## src/hdl/odo_macros.svh

```systemverilog
`ifndef ODO_MACROS_SVH
`define ODO_MACROS_SVH

// ======================================================================
// speed path
// ======================================================================
`define ODO_CHANNELS      4
`define ODO_SPEED_W       16
// short window for simulation, a real build uses a much longer one
`define ODO_WINDOW_CYCLES 200
`define ODO_CREDITS       4

// ======================================================================
// beacon path
// ======================================================================
`define BCN_POS_W         16
// gaps shorter than this many laser edges are glitches
`define BCN_GAP_EDGES     20

`endif

```

## src/hdl/odoPkg.sv

```systemverilog
`include "odo_macros.svh"

package odoPkg;

	typedef logic [`ODO_SPEED_W-1:0] speed_t;   // speed or edge count
	typedef logic [1:0]              chanIdx_t;
	typedef logic [`BCN_POS_W-1:0]   bcnPos_t;  // turret position in laser edges

	typedef enum logic
	{
		dirReverse = 1'b0,
		dirForward = 1'b1   // B high on rising A
	} encDir_e;

	typedef enum logic [1:0]
	{
		bcnWait,
		bcnReception,
		bcnGap
	} bcnState_e;

endpackage

```

## src/hdl/encoderSampler.sv

```systemverilog
`include "odo_macros.svh"

module encoderSampler import odoPkg::*;
(
	input  logic                     CLOCK_50,
	input  logic                     reset,
	input  logic [`ODO_CHANNELS-1:0] encA,
	input  logic [`ODO_CHANNELS-1:0] encB,
	input  logic                     laserA,
	input  logic                     laserSync,
	input  logic                     laserSign,
	output logic [`ODO_CHANNELS-1:0] edgeA,
	output logic [`ODO_CHANNELS-1:0] edgeB,
	output logic [`ODO_CHANNELS-1:0] levelB,
	output logic                     laserEdge,
	output logic                     syncEdge,
	output logic                     signLevel
);

	localparam int Chans = `ODO_CHANNELS;
	localparam int InW   = 2 * Chans + 3;

	logic [InW-1:0] rawIn;
	logic [InW-1:0] metaIn;   // first stage, may be metastable
	logic [InW-1:0] syncIn;
	logic [InW-1:0] prevIn;
	logic [InW-1:0] riseIn;

	// all asynchronous inputs in one vector
	assign rawIn = {laserSign, laserSync, laserA, encB, encA};

	always_ff @(posedge CLOCK_50, posedge reset)
	begin
		if (reset)
		begin
			metaIn <= '0;
			syncIn <= '0;
			prevIn <= '0;
		end
		else
		begin
			metaIn <= rawIn;
			syncIn <= metaIn;
			prevIn <= syncIn;
		end
	end

	assign riseIn = syncIn & ~prevIn;

	assign edgeA     = riseIn[Chans-1:0];
	assign edgeB     = riseIn[2*Chans-1:Chans];
	assign levelB    = syncIn[2*Chans-1:Chans];   // same depth as the edge pulses
	assign laserEdge = riseIn[2*Chans];
	assign syncEdge  = riseIn[2*Chans+1];
	assign signLevel = syncIn[2*Chans+2];

endmodule

```

## src/hdl/speedChannel.sv

```systemverilog
`include "odo_macros.svh"

module speedChannel import odoPkg::*;
(
	input  logic    CLOCK_50,
	input  logic    reset,
	input  logic    edgeA,
	input  logic    edgeB,
	input  logic    levelB,
	input  logic    windowEnd,
	input  logic    take,
	output logic    pending,
	output speed_t  speed,
	output encDir_e dir,
	output logic    overrunHit
);

	speed_t                countA;
	speed_t                countB;
	encDir_e               dirNow;
	logic [`ODO_SPEED_W:0] edgeSum;   // one extra bit so the sum cannot wrap

	assign edgeSum = {1'b0, countA} + {1'b0, countB};

	// result still unread when the next one lands
	assign overrunHit = windowEnd & pending & ~take;

	always_ff @(posedge CLOCK_50, posedge reset)
	begin
		if (reset)
		begin
			countA <= '0;
			countB <= '0;
			dirNow <= dirForward;
		end
		else
		begin
			if (windowEnd)
			begin
				// an edge in the boundary cycle belongs to the new window
				countA <= speed_t'(edgeA);
				countB <= speed_t'(edgeB);
			end
			else
			begin
				countA <= countA + speed_t'(edgeA);
				countB <= countB + speed_t'(edgeB);
			end
			if (edgeA)
				dirNow <= levelB ? dirForward : dirReverse;
		end
	end

	always_ff @(posedge CLOCK_50, posedge reset)
	begin
		if (reset)
			pending <= 1'b0;
		else if (windowEnd)
			pending <= 1'b1;   // wins over take, new result waits
		else if (take)
			pending <= 1'b0;
	end

	always_ff @(posedge CLOCK_50)
	begin
		if (windowEnd)
		begin
			speed <= edgeSum[`ODO_SPEED_W:1];   // average of A and B counts
			dir   <= dirNow;
		end
	end

endmodule

```

## src/hdl/reportArbiter.sv

```systemverilog
`include "odo_macros.svh"

module reportArbiter import odoPkg::*;
(
	input  logic                     CLOCK_50,
	input  logic                     reset,
	input  logic [`ODO_CHANNELS-1:0] pending,
	input  speed_t                   speed [`ODO_CHANNELS],
	input  encDir_e                  dir [`ODO_CHANNELS],
	input  logic [`ODO_CHANNELS-1:0] overrunHit,
	input  logic                     creditReturn,
	output logic                     windowEnd,
	output logic [`ODO_CHANNELS-1:0] take,
	output logic                     reportValid,
	output chanIdx_t                 reportChannel,
	output speed_t                   reportSpeed,
	output encDir_e                  reportDir,
	output logic                     overrun
);

	localparam int Chans = `ODO_CHANNELS;
	localparam int WinW  = $clog2(`ODO_WINDOW_CYCLES);
	localparam int CredW = $clog2(`ODO_CREDITS + 1);

	logic [WinW-1:0]  winCount;
	logic [CredW-1:0] creditCount;
	chanIdx_t         pick;

	// ======================================================================
	// measurement window
	// ======================================================================
	assign windowEnd = (winCount == WinW'(`ODO_WINDOW_CYCLES - 1));

	always_ff @(posedge CLOCK_50, posedge reset)
	begin
		if (reset)
			winCount <= '0;
		else if (windowEnd)
			winCount <= '0;
		else
			winCount <= winCount + 1'b1;
	end

	// ======================================================================
	// report selection
	// ======================================================================
	always_comb
	begin
		pick = '0;
		for (int i = Chans - 1; i >= 0; i--)   // last hit is the lowest index
			if (pending[i])
				pick = chanIdx_t'(i);
	end

	assign reportValid   = (creditCount != '0) & (|pending);
	assign take          = reportValid ? (Chans'(1) << pick) : '0;
	assign reportChannel = pick;
	assign reportSpeed   = speed[pick];
	assign reportDir     = dir[pick];

	// ======================================================================
	// credits and overrun
	// ======================================================================
	always_ff @(posedge CLOCK_50, posedge reset)
	begin
		if (reset)
			creditCount <= CredW'(`ODO_CREDITS);
		else if (reportValid && !creditReturn)
			creditCount <= creditCount - 1'b1;
		else if (!reportValid && creditReturn)
			creditCount <= creditCount + 1'b1;
	end

	always_ff @(posedge CLOCK_50, posedge reset)
	begin
		if (reset)
			overrun <= 1'b0;
		else if (|overrunHit)
			overrun <= 1'b1;   // sticky until reset
	end

endmodule

```

## src/hdl/beaconTracker.sv

```systemverilog
`include "odo_macros.svh"

module beaconTracker import odoPkg::*;
(
	input  logic    CLOCK_50,
	input  logic    reset,
	input  logic    laserEdge,
	input  logic    syncEdge,
	input  logic    signLevel,
	output logic    beaconValid,
	output bcnPos_t beaconStart,
	output bcnPos_t beaconEnd
);

	localparam int GapW = $clog2(`BCN_GAP_EDGES + 1);

	bcnState_e       state;
	bcnPos_t         position;
	bcnPos_t         candEnd;   // end of reception if the gap holds
	logic [GapW-1:0] gapCount;
	logic            gapDone;

	assign gapDone = (state == bcnGap) && !signLevel
		&& (gapCount == GapW'(`BCN_GAP_EDGES));

	// turret position, zero at the sync mark
	always_ff @(posedge CLOCK_50, posedge reset)
	begin
		if (reset)
			position <= '0;
		else if (syncEdge)
			position <= '0;
		else if (laserEdge)
			position <= position + 1'b1;
	end

	always_ff @(posedge CLOCK_50, posedge reset)
	begin
		if (reset)
		begin
			state       <= bcnWait;
			gapCount    <= '0;
			beaconValid <= 1'b0;
		end
		else
		begin
			beaconValid <= 1'b0;
			case (state)
				bcnWait:
					if (signLevel)
						state <= bcnReception;
				bcnReception:
					if (!signLevel)
					begin
						state    <= bcnGap;
						gapCount <= '0;
					end
				bcnGap:
					if (signLevel)
						state <= bcnReception;   // short dropout, same beacon
					else if (gapDone)
					begin
						beaconValid <= 1'b1;
						state       <= bcnWait;
					end
					else if (laserEdge)
						gapCount <= gapCount + 1'b1;
				default:
					state <= bcnWait;
			endcase
		end
	end

	// positions captured along the reception
	always_ff @(posedge CLOCK_50)
	begin
		if (state == bcnWait && signLevel)
			beaconStart <= position;
		if (state == bcnReception && !signLevel)
			candEnd <= position;
		if (gapDone)
			beaconEnd <= candEnd;
	end

endmodule

```

## src/hdl/odometryTop.sv

```systemverilog
`include "odo_macros.svh"

module odometryTop import odoPkg::*;
(
	input  logic                     CLOCK_50,
	input  logic                     reset,
	input  logic [`ODO_CHANNELS-1:0] encA,
	input  logic [`ODO_CHANNELS-1:0] encB,
	input  logic                     laserA,
	input  logic                     laserSync,
	input  logic                     laserSign,
	input  logic                     creditReturn,
	output logic                     reportValid,
	output chanIdx_t                 reportChannel,
	output speed_t                   reportSpeed,
	output encDir_e                  reportDir,
	output logic                     overrun,
	output logic                     beaconValid,
	output bcnPos_t                  beaconStart,
	output bcnPos_t                  beaconEnd
);

	logic [`ODO_CHANNELS-1:0] edgeA;
	logic [`ODO_CHANNELS-1:0] edgeB;
	logic [`ODO_CHANNELS-1:0] levelB;
	logic [`ODO_CHANNELS-1:0] take;
	logic [`ODO_CHANNELS-1:0] pending;
	logic [`ODO_CHANNELS-1:0] overrunHit;
	speed_t                   chanSpeed [`ODO_CHANNELS];
	encDir_e                  chanDir [`ODO_CHANNELS];
	logic                     windowEnd;
	logic                     laserEdge;
	logic                     syncEdge;
	logic                     signLevel;

	encoderSampler i_sampler
	(
		.CLOCK_50  (CLOCK_50),
		.reset     (reset),
		.encA      (encA),
		.encB      (encB),
		.laserA    (laserA),
		.laserSync (laserSync),
		.laserSign (laserSign),
		.edgeA     (edgeA),
		.edgeB     (edgeB),
		.levelB    (levelB),
		.laserEdge (laserEdge),
		.syncEdge  (syncEdge),
		.signLevel (signLevel)
	);

	// propulsion left/right, then odometer left/right
	for (genvar g = 0; g < `ODO_CHANNELS; g++)
	begin : gChan
		speedChannel i_chan
		(
			.CLOCK_50   (CLOCK_50),
			.reset      (reset),
			.edgeA      (edgeA[g]),
			.edgeB      (edgeB[g]),
			.levelB     (levelB[g]),
			.windowEnd  (windowEnd),
			.take       (take[g]),
			.pending    (pending[g]),
			.speed      (chanSpeed[g]),
			.dir        (chanDir[g]),
			.overrunHit (overrunHit[g])
		);
	end

	reportArbiter i_arbiter
	(
		.CLOCK_50      (CLOCK_50),
		.reset         (reset),
		.pending       (pending),
		.speed         (chanSpeed),
		.dir           (chanDir),
		.overrunHit    (overrunHit),
		.creditReturn  (creditReturn),
		.windowEnd     (windowEnd),
		.take          (take),
		.reportValid   (reportValid),
		.reportChannel (reportChannel),
		.reportSpeed   (reportSpeed),
		.reportDir     (reportDir),
		.overrun       (overrun)
	);

	beaconTracker i_beacon
	(
		.CLOCK_50    (CLOCK_50),
		.reset       (reset),
		.laserEdge   (laserEdge),
		.syncEdge    (syncEdge),
		.signLevel   (signLevel),
		.beaconValid (beaconValid),
		.beaconStart (beaconStart),
		.beaconEnd   (beaconEnd)
	);

endmodule

```

## config.mk

```make
export PLATFORM = sky130hd
export DESIGN_NAME = odometryTop
export DESIGN_NICKNAME = d
export VERILOG_FILES = /design/src/hdl/odoPkg.sv /design/src/hdl/encoderSampler.sv /design/src/hdl/speedChannel.sv /design/src/hdl/reportArbiter.sv /design/src/hdl/beaconTracker.sv /design/src/hdl/odometryTop.sv
export VERILOG_INCLUDE_DIRS = /design/src /design/src/hdl
export SDC_FILE = /design/constraint.sdc
export NUM_CORES = 1
export LEC_CHECK = 0
export BUFFER_PORTS_ARGS = -buffer_cell sky130_fd_sc_hd__clkbuf_2
export CAP_MARGIN = 40
export CORE_MARGIN = 8
export CORE_UTILIZATION = 50
export DETAILED_ROUTE_END_ITERATION = 6
export PLACE_DENSITY = 0.72
export SLEW_MARGIN = 20
export SYNTH_ARGS = -nofsm -noshare
export SYNTH_HDL_FRONTEND = slang
export SYNTH_SLANG_ARGS = --single-unit
```

## constraint.sdc

```tcl
create_clock -name CLOCK_50 -period 8 [get_ports CLOCK_50]
set_clock_uncertainty 0.2 [all_clocks]
set_input_delay 0.8 -clock CLOCK_50 [delete_from_list [all_inputs] [get_ports CLOCK_50]]
set_output_delay 0.8 -clock CLOCK_50 [all_outputs]
set_load 0.005 [all_outputs]
```

==> run summary, run 1 <==
The run finished, with violations left. The final reports fail on DRC. The synthesized flop and latch total came out at 320. Of the available clock period, the critical path in the final layout requires 43.2%. The tightest min-delay check is of the in2async type. The count of synthesis-stage warnings from yosys came out at 0.

The layout cell share with drive strength beyond 1 came out at 10.6%. The cell count after synthesis is 1,382. Dividing the detail-routed wire length by the instance count gives 16.2 um. The post-CTS setup-driven buffer insertion count came out at 0. The overall die area came out at 0.0368 sq mm.

The maximum clock frequency is 0.289 GHz. The final max-slew violation count is 0. Setup violations remaining at the end of the flow were counted as 0. The total wirelength of the detailed-routed design came out at 30,500 um. Dividing total power by cell area gives a power density of 247 mW/mm^2. The combinational cell fraction of total power came out at 16.6%. Counting along the longest clock path gives a buffer depth of 3. The synthesis-to-layout area growth came out at 12.7%. The standard-cell row count came out at 64. The number of antenna violations at the first check in global routing was 0. The x dimension of the die is 192 um.

In this run the static leakage power is 7.72 nW. The portion of synthesized cell area occupied by the leading cell type came out at 32.3%. The share of total power dissipated in the clock network is 35.4%.

The clock period minus worst slack is 3.46 ns. The via total after detailed routing came out at 10,287. The area used by sequential logic in the layout is 0.00859 sq mm. The layout has 2,482 filler cells. On the critical path, the stage with the largest delay is an instance of and3_1. The net switching power of the design came out at 1.19 mW. The H-tree was split into 2 levels. The initial standard-cell utilization of the core came out at 50.6%. For this design the top-level I/O count stands at 68. By instance count, the leading cell after synthesis is dfrtp_1. The final core utilization is 57.0%. The length of routed met3 wiring came out at 1550 um. The count of hold buffers inserted by post-cts repair is 0.

The endpoint kind of the worst setup timing path is a primary output. The net switching share of the total power came out at 27.8%. The via count of the first global-routing pass came out at 10,166. The multi-input gate area in the final layout is 0.00661 sq mm. Data arrives at the worst endpoint at 2.46 ns. The number of instances resized during post-cts repair is 0. Tracing the worst setup path back leads to its startpoint at gChan[1].i_chan.pending. The count of flip-flops with a built-in enable after synthesis came out at 116. Among all flip-flop cells after synthesis, the most frequent one is dfrtp_1. The worst slack at placement is 4.58 ns. The final antenna diode count came out at 0.

The maximum fanout along the worst path came out at 17. The final net count came out at 1,566. The height of the die came out at 192 um.

The completed layout was analyzed and its total power is 4.30 mW. The count of input and output buffers came out at 67. The detailed-route DRC error count is 10. The length of routed met2 wiring is 13,700 um. The setup check on the worst reg-to-reg path leaves a slack of 5.02 ns.

The per-cell via count in the routed design came out at 5.45. STA classifies the critical path startpoint as a flip-flop. Summed over all failing endpoints, the final setup total negative slack is 0 ns. For this run, the slowest stage of the critical path takes 0.70 ns. The first global-routing pass estimated 51,200 um of wire.

For the pin with the worst max-slew slack, the measured transition is 0.791 ns. The total half-perimeter wirelength after legalization and detailed placement came out at 21,500 um. The net count after synthesis is 1,482. The clock latency at the later pin of the worst-skew pair is 0.52 ns. The count of different cell masters after synthesis is 64. Headroom to the max-slew limit came out at 47.3%. Counting flops with an async set or reset pin after synthesis yields a share of 63.7%. The number of maximum-capacitance constraint violations came out at 0. The most critical setup path has its endpoint at reportSpeed[3]. Entering global routing, the biggest net connects 113 pins.

The first detailed-routing pass took 7 iterations. The global-route total usage across every layer came out at 16.9%. The clock sink count is 320. The share of the Yosys chip area taken by registers is 55.7%. TritonCTS built the clock tree.

The fraction of power consumed by sequential logic is 48.0%. The critical path in this run is classified as reg2out. The startpoint identified for the worst register-to-register timing path is i_arbiter.winCount[0]. Signal routing reaches up to met4.

The total global routing overflow is 0. The worst register-to-register path ends at gChan[2].i_chan.speed[6]. After detailed routing, the wire length on met1 is 14,600 um.

The critical path goes through nor2_1 -> and3_1 -> a222oi_1 -> nand2_1 -> clkbuf_2. For the worst flop-to-flop path, the logic depth is 6. The core area is 0.0305 sq mm. The final hold violation count came out at 0. In this run, the number of DRC markers left after iteration 0 of detailed routing was 754. The netlist area before placement is 0.0154 sq mm.

The worst path required time is 7.00 ns. TritonCTS created 34 clock buffers. Of all cell types, the one taking the most synthesized area is dfrtp_1.

The maximum vdd ir drop came out at 0.170 mV. Sorting the synthesized cells by area gives the leading types as dfrtp_1, edfxtp_1, xor2_1. Setup repair after global routing left no endpoint under its margin. Setup slack closes at 4.54 ns. The number of nets with antenna violations after detailed routing came out at 0. The global placer's final weighted congestion came out at 0.897. The clock slew seen by the registers of the worst setup and hold paths is 0.06 ns. The mean area per synthesized cell came out at 11.2 sq um. The root buffer cell chosen for the clock tree is clkbuf_16.

By count the netlist is led by dfrtp_1, nor2_1, nand2_1, xor2_1, edfxtp_1. Internal power comes to 3.10 mW.
==> through the flow <==
stage	hold WS, ns	instances	cell area, sq um
after floorplan	0.131	1382	15400
after global placement	0.132	1821	16200
after detailed placement	0.135	1825	16300
after CTS	0.0366	1887	17400
after global routing	0.0465	1888	17400
final	0.0374	1888	17400
==> state kept, by name, indices dropped and copies added (netlist names), 2 cells and up <==
signal                 cells
i_beacon.candEnd          16
i_sampler.prevIn          10
i_beacon.state             2
i_arbiter.creditCount      3
i_beacon.beaconStart      16
gChan.i_chan.countA       64
i_beacon.beaconEnd        16
gChan.i_chan.dirNow        4
i_beacon.position         16
gChan.i_chan.pending       4
gChan.i_chan.dir           4
i_sampler.metaIn          11
gChan.i_chan.countB       64
i_beacon.gapCount          5
gChan.i_chan.speed        64
i_arbiter.winCount         8
i_sampler.syncIn          11
==> power groups by stage <==
stage / Sequential, mW / Clock (mW) / Combinational [mW]
floorplan: 2.05 / 0 / 0.578
global placement: 2.08 / 0 / 0.683
detailed placement: 2.09 / 0 / 0.712
CTS: 2.06 / 1.56 / 0.723
global route: 2.09 / 1.63 / 0.826
finish: 2.06 / 1.52 / 0.715
==> logic make-up after synthesis <==
| logic type | Yosys count | share of synthesized area, % |
|---|---|---|
| simple gates | 527 | 15.9 |
| flops | 320 | 55.7 |
| compound gates | 194 | 8.27 |
| xor+xnor | 185 | 10.5 |
| fa+ha+maj | 86 | 7.21 |
| buf+inv | 58 | 1.64 |
| mux | 12 | 0.843 |
==> metal layers <==
layer / vias to the layer above / global-route usage, %
met5: - / 0
met4: 0 / 4.62
met3: 45 / 2.96
met2: 214 / 26.1
met1: 4958 / 24.2
li1: 5070 / -
==> how the worst min path moves through the flow <==
stage	endpoint	slack (ns)
after floorplan	i_sampler.syncIn[0]	0.13
after global placement	i_sampler.syncIn[10]	0.13
after detailed placement	i_sampler.syncIn[10]	0.13
after CTS	gChan[1].i_chan.countA[5]	0.04
after global routing	gChan[1].i_chan.countA[5]	0.05
final	gChan[1].i_chan.countA[5]	0.04
==> worst max-delay path, delay by kind of cell, from the launching register on <==
family | cells | cell delay (ns)
buffers and inverters | 1 | 0.15
AOI/OAI and AO/OA | 1 | 0.20
and+or+nand+nor | 3 | 1.10
DFF | 1 | 0.46
==> layout by cell type, fill, tap and decap left out, types with 25 or more instances in the layout <==
cell type / n
dfrtp_1: 199
nor2_1: 184
nand2_1: 132
xor2_1: 124
edfxtp_1: 116
ha_1: 81
nand3_1: 79
clkbuf_2: 67
a21oi_1: 65
xnor2_1: 61
clkbuf_16: 34
nand4_1: 33
o21ai_0: 29
inv_1: 25
==> area by class of cell <==
type	count	area share, %
tap	396	2.85
timing repair buffer	79	2.86
sequential	320	49.4
inverter	27	0.654
clock buffer	42	5.18
clock inverter	20	1.12
multi-input combinational	1004	38.0
Power figures use the tool's default switching activity.
==> run 2, diff against run 1 <==
clock period = 3.6 ns   (was 8 ns; I/O delays follow)
==> run 2 against run 1 <==
The flow still finishes with violations (DRC). Largest cell class unchanged. Routed wire length increased by 1.2%. Flip-flop and latch count did not move. Setup slack worse by 3.9 ns. Sequential power is 120% higher. Global-route usage about the same. Sequential share of layout area is 0.53 points lower.
==> run summary, run 2 (synthesis gave the netlist of run 1 again) <==
The run finished, with violations left. The final reports fail on DRC. The cell-internal power came out at 6.96 mW (+120%).

The post-place instance area was 0.0163 sq mm (+0.15%). The number of buffers added by the clock tree synthesis step is 36 (+5.9%). The initial standard-cell utilization of the core is 50.6% (unchanged).

The via count of the first global-routing pass came out at 10,155 (-0.11%). The global-route wire length before repair is 50,900 um (-0.74%). The class of the most critical hold timing path is in2reg. The per-cell via count in the routed design is 5.45 (about the same). The count of final setup violators is 0 (unchanged). Based on the critical path, the design can be clocked at up to 0.333 GHz.

The standard-cell row count came to 64 (unchanged). The height of the die came out at 192 um (unchanged). The worst path required time came to 3.04 ns (-3.96 ns). The most common cell after layout, fill and taps aside is dfrtp_1.

The H-tree depth is 2 (unchanged). From synthesis to final layout, the design area changed by 14.0%. The number of nets with antenna violations after detailed routing is 0 (unchanged). The clock latency at the later pin of the worst-skew pair came out at 0.54 ns (+0.02 ns).

The clock slew seen by the registers of the worst setup and hold paths is 0.07 ns (about the same). The worst setup path is captured at a primary output. The largest registers in the layout are gChan.i_chan.countA: 64 flops, gChan.i_chan.countB: 64 flops, gChan.i_chan.speed: 64 flops. The clock network fraction of design power came out at 36.0% (+0.6 points). The total iterations of the first detailed-routing run is 7 (unchanged). The clock period minus worst slack came out at 3.00 ns.

The core area came out at 0.0305 sq mm (unchanged). The worst-case headroom to the max-slew limit is 50.2% (+2.9 points). The multi-input gate area in the final layout came to 0.00661 sq mm (about the same). The worst slack on hold paths was 0.0553 ns (+0.0178 ns). The total half-perimeter wirelength after legalization and detailed placement is 21,700 um (+0.84%). The x dimension of the die came out at 192 um (unchanged). The area used by sequential logic in the layout came out at 0.00859 sq mm (unchanged). The final hold violation count is 0 (unchanged). The detailed-route DRC error count came out at 2 (-8). The final max-slew violation count came to 0 (unchanged). The slew at the pin with the worst max-slew slack is 0.744 ns (-0.0467 ns). STA classifies the critical path startpoint as a flip-flop. The fraction of power consumed by sequential logic came to 47.0% (-1.0 points). The data arrival time of the critical path is 2.44 ns (-0.02 ns). The final net count is 1,580 (+0.89%). The total global routing overflow was 0 (unchanged). The layout cell share with drive strength beyond 1 came out at 11.0% (+0.42 points). The maximum fanout along the worst path came to 17 (unchanged).

The maximum vdd ir drop came out at 0.429 mV (+150%). The maximum clock insertion buffer count came out at 3 (unchanged). The aggregate negative setup slack is 0 ns (unchanged). The cell sitting at the root of the clock tree is a clkbuf_16. The routed length per instance came out at 16.2 um (+0.32%). The combinational cell fraction of total power came to 17.0% (+0.4 points).

The number of instances resized during post-cts repair is 0 (unchanged). The final antenna diode count is 0 (unchanged). The count of input and output buffers is 67 (unchanged). The net switching share of the total power was 28.7% (+0.90 points). The number of antenna violations at the first check in global routing came to 0 (unchanged). The iteration-0 DRC count of the detailed router is 762 (+1.1%). The number of maximum-capacitance constraint violations came out at 0 (unchanged). Setup repair after global routing left no endpoint under its margin. The total power of the final layout is 9.76 mW (+130%).

The number of primary I/O pins came to 68 (unchanged). The clock sink count came to 320 (unchanged). The total wirelength of the detailed-routed design is 30,900 um (+1.2%). The via total after detailed routing was 10,374 (+0.85%). The final-layout fill cell count came out at 2,509 (+1.1%).

The net switching power of the design came to 2.80 mW (+130%). The TritonCTS clock tree is built. The overall die area is 0.0368 sq mm (unchanged). The critical path is of the reg2out type. The static power due to leakage came out at 7.80 nW (+0.96%).

The total power divided by cell area came out at 555 mW/mm^2 (+120%). The area of all placed cells without fillers came to 0.0176 sq mm (+1.1%). The global-route total usage across every layer is 16.9% (about the same). The share of the clock period used by the worst path is 83.3%. The maximum number of pins on one net before global-route repair is 124 (+9.7%). The global placer's final weighted congestion is 0.879 (-2.1%). In the layout the commonest cells are dfrtp_1, nor2_1, nand2_1.
[run 2: critical path, cell delays in order (launching register included)]
cell and delay [ns]:
dfrtp_1 0.49, nor2_1 0.22, and3_1 0.67, a222oi_1 0.20, nand2_1 0.17, clkbuf_2 0.14
[run 2: final timing paths]
check,from,to,slack (ns),depth (start not counted)
worst max-delay path,gChan[0].i_chan.pending,reportSpeed[4],0.60,5
worst min-delay path,creditReturn,i_arbiter.creditCount[0],0.06,4
worst max register to register,i_arbiter.winCount[0],gChan[0].i_chan.countB[15],0.76,6
worst min register to register,i_sampler.metaIn[1],i_sampler.syncIn[1],0.15,0
max in group asynchronous,reset,gChan[1].i_chan.countA[14],2.27,5
min in group asynchronous,reset,i_arbiter.creditCount[0],0.33,4
[run 2: power groups by stage]
stage               logic, mW  clock network, mW  registers (mW)
finish                   1.66               3.51            4.59
global route             1.90               3.76            4.64
CTS                      1.67               3.60            4.59
detailed placement       1.63                  0            4.65
global placement         1.59                  0            4.63
floorplan                1.29                  0            4.55
[run 2: cell type report]
| type | count | share of cell area (%) |
|---|---|---|
| clock buffer | 49 | 5.69 |
| clock inverter | 17 | 0.953 |
| inverter | 27 | 0.626 |
| multi-input combinational | 1004 | 37.6 |
| sequential | 320 | 48.9 |
| tap | 396 | 2.82 |
| timing repair buffer | 91 | 3.50 |
[run 2: through the flow]
step	utilization (%)	instances	setup slack, ns
after floorplan	-	1382	0.400
after global placement	53.3	1824	0.852
after detailed placement	53.4	1826	0.779
after CTS	57.7	1904	0.624
after global routing	57.7	1904	0.448
final	57.7	1904	0.601
[run 2: what timing repair did]
action                                  CTS  global route
endpoints found under the setup margin    0             0
hold buffers                             12             0
hold endpoints to repair                161             0
buffers inserted                          0             0
[run 2: per-layer routing]
layer,wire [um],vias up,track usage (%)
met5,0,-,0
met3,1620,43,3.45
li1,-,5092,-
met4,578,0,4.68
met2,14300,217,26.6
met1,14300,5022,23.4
==> run 3, diff against run 2 <==
PLACE_DENSITY = 0.74   (was 0.72)
clock period = 2.7 ns   (was 3.6 ns; I/O delays follow)
==> run 3 against run 2 <==
The flow now finishes without violations. Count of clock-buffer cells in the layout shrank 2. Sequential share of layout area shrank 0.52 points. Non-clock buffer count grew 20. Die area is the same. First-iteration DRC count grew 0.26%. Clock power grew 34%. Worst hold slack lost 0.0069 ns. Final cell count grew 0.95%. Global-route usage grew 0.14 points. Largest power group unchanged.
==> run summary, run 3 (synthesis gave the netlist of run 1 again) <==
The flow ran to the end, and the final reports show no timing, DRC or antenna violations. The per-cell via count in the routed design came out at 5.45 (about the same). The number of primary I/O pins is 68 (unchanged).

The total half-perimeter wirelength after legalization and detailed placement is 22,200 um (+2.4%). The total wirelength of the detailed-routed design is 30,800 um (-0.20%). The count of input and output buffers is 67 (unchanged). The worst-case headroom to the max-slew limit is 63.9% (+14 points).

The worst path required time is 2.77 ns (-0.27 ns). The iteration-0 DRC count of the detailed router was 764 (+0.26%). The count of final setup violators is 0 (unchanged). The maximum clock frequency is 0.382 GHz. The overall die area was 0.0368 sq mm (unchanged). The most numerous cell on the critical path is a21o_1.

The layout cell share with drive strength beyond 1 was 12.2% (+1.2 points). The post-place instance area is 0.0165 sq mm (+0.97%). The global-route total usage across every layer is 17.0% (+0.14 points). The area of all placed cells without fillers was 0.0178 sq mm (+1.1%). The slew at the pin with the worst max-slew slack is 0.539 ns (-0.205 ns).

The x dimension of the die was 192 um (unchanged). The data arrival time of the critical path came to 2.68 ns (+0.24 ns). The class of the most critical hold timing path is in2async.

The maximum fanout along the worst path was 3 (-14). The endpoint identified for the worst register-to-register timing path is gChan[3].i_chan.speed[15]. Walking the worst path, the cells encountered are and2_1 -> fa_1 -> a21o_1 -> a221oi_2 -> o22ai_2 -> a21oi_2 -> o21ai_1 -> a21o_1. The total power divided by cell area came out at 733 mW/mm^2 (+32%). The worst setup path is launched from a flip-flop. The final max-slew violation count came out at 0 (unchanged).

The final cell count without fillers came out at 1,922 (+0.95%). The clock latency at the later pin of the worst-skew pair is 0.51 ns (-0.03 ns). In this run the clock root is driven by a clkbuf_16.

The final antenna diode count came out at 0 (unchanged). The total iterations of the first detailed-routing run came out at 7 (unchanged). The worst register-to-register path begins at gChan[3].i_chan.countA[0].

The critical path is of the reg2reg type. The number of buffers added by the clock tree synthesis step came out at 35 (-2.8%). The top cell types in the final layout, fill and taps aside, are dfrtp_1, nor2_1, nand2_1.

Leaving out fill and tap cells, the most frequent cell in the layout is dfrtp_1. The final net count was 1,599 (+1.2%). The maximum number of pins on one net before global-route repair is 45 (-64%). The global placer's final weighted congestion came out at 0.833 (-5.2%).

The maximum vdd ir drop came out at 0.656 mV (+53%). The detailed-route DRC error count was 0 (-2). The cell total after placement is 1,843 (+0.93%). The clock slew seen by the registers of the worst setup and hold paths was 0.06 ns (about the same).

The total global routing overflow came out at 0 (unchanged). Relative to the synthesized area, the layout overhead comes to 15.2%. The initial standard-cell utilization of the core is 50.6% (unchanged). The final hold violation count came out at 0 (unchanged).

The via count of the first global-routing pass came out at 10,323 (+1.7%). The number of maximum-capacitance constraint violations came to 0 (unchanged). The maximum single-stage delay on the critical path is 0.41 ns (-0.26 ns). The count of cells along the worst register-to-register path came out at 8 (+2). The slowest stage of the critical path is the fa_1 cell. The worst slack on hold paths came out at 0.0483 ns (-0.00692 ns). The routed length per instance came out at 16.0 um (-1.1%). The worst path needs 2.62 ns of the cycle, external delays included. The endpoint kind of the worst setup timing path is a flip-flop. The number of antenna violations at the first check in global routing came to 0 (unchanged).

The global-route wire length before repair is 51,500 um (+1.3%). The standard-cell row count is 64 (unchanged). The static power due to leakage came out at 7.91 nW (+1.4%). The maximum clock insertion buffer count came out at 3 (unchanged). The TritonCTS clock tree is built. After layout, the worst path uses 96.9% of the clock period. The largest registers in the layout are gChan.i_chan.countA: 64 flops, gChan.i_chan.countB: 64 flops, gChan.i_chan.speed: 64 flops. The clock sink count is 320 (unchanged). The height of the die is 192 um (unchanged). The via total after detailed routing is 10,472 (+0.94%).

The register-to-register setup slack came to 0.08 ns (-0.68 ns). The number of nets with antenna violations after detailed routing came to 0 (unchanged). The core area came to 0.0305 sq mm (unchanged). The H-tree depth is 2 (unchanged).
[run 3: cell types whose count changed in the layout (fill, tap and decap cells not counted), sizes merged]
cell,before,now
bufinv,0,3
dlygate4sd3,12,13
clkinvlp,3,1
inv,29,28
buf,12,31
clkbuf,116,114
[run 3: how the worst max path moves through the flow]
stage / startpoint / endpoint / slack (ns)
2_1_floorplan: reset / gChan[0].i_chan.countA[0] / -0.41
3_3_place_gp: gChan[0].i_chan.countB[0] / gChan[0].i_chan.speed[9] / 0.14
3_5_place_dp: gChan[3].i_chan.countA[0] / gChan[3].i_chan.speed[15] / 0.11
4_1_cts: gChan[1].i_chan.pending / reportSpeed[1] / 0.04
5_1_grt: gChan[3].i_chan.countA[0] / gChan[3].i_chan.speed[15] / -0.002
6_report: gChan[3].i_chan.countA[0] / gChan[3].i_chan.speed[15] / 0.08
[run 3: power breakdown]
part | total, mW | switching, mW | leakage (nW) | internal [mW]
sequential | 6.11 | 0.491 | 3.67 | 5.62
clock | 4.72 | 1.89 | 0.569 | 2.83
combinational | 2.21 | 1.19 | 3.66 | 1.02
[run 3: final cells by class]
class / count / area, sq um
timing repair buffer: 111 / 811
sequential: 320 / 8600
clock buffer: 47 / 972
inverter: 27 / 110
multi-input combinational: 1004 / 6630
clock inverter: 17 / 176
fill: 2436 / 12700
tap: 396 / 495
[run 3: metal layers]
| layer | vias up | track usage [%] | routed length [um] |
|---|---|---|---|
| met5 | - | 0 | 0 |
| met4 | 0 | 4.14 | 425 |
| met3 | 36 | 2.98 | 1540 |
| met2 | 214 | 27.3 | 14300 |
| met1 | 5106 | 23.8 | 14500 |
| li1 | 5116 | - | - |
[run 3: metrics by stage]
stage               setup slack [ns]  power, mW  utilization [%]   TNS, ns
floorplan                     -0.410       7.79                -    -81.63
global placement               0.137       8.30             53.9         0
detailed placement             0.106       8.38             54.0         0
CTS                           0.0435       13.2             58.2         0
global route                -0.00238       13.8             58.3  -0.00238
finish                        0.0848       13.0             58.3         0
[run 3: critical path: cells and delay by family, from the launching register on]
family	cells	cell delay, ns
AOI/OAI and AO/OA	6	1.19
adders and majority gates	1	0.41
DFF	1	0.39
and+or+nand+nor	1	0.18
[run 3: what timing repair did]
item | CTS | global route
hold buffers | 13 | 0
endpoints found under the setup margin | 17 | 10
resized for setup | 3 | 3
buffers inserted | 0 | 1
endpoints found under the hold margin | 35 | 0
pin swaps | 0 | 2
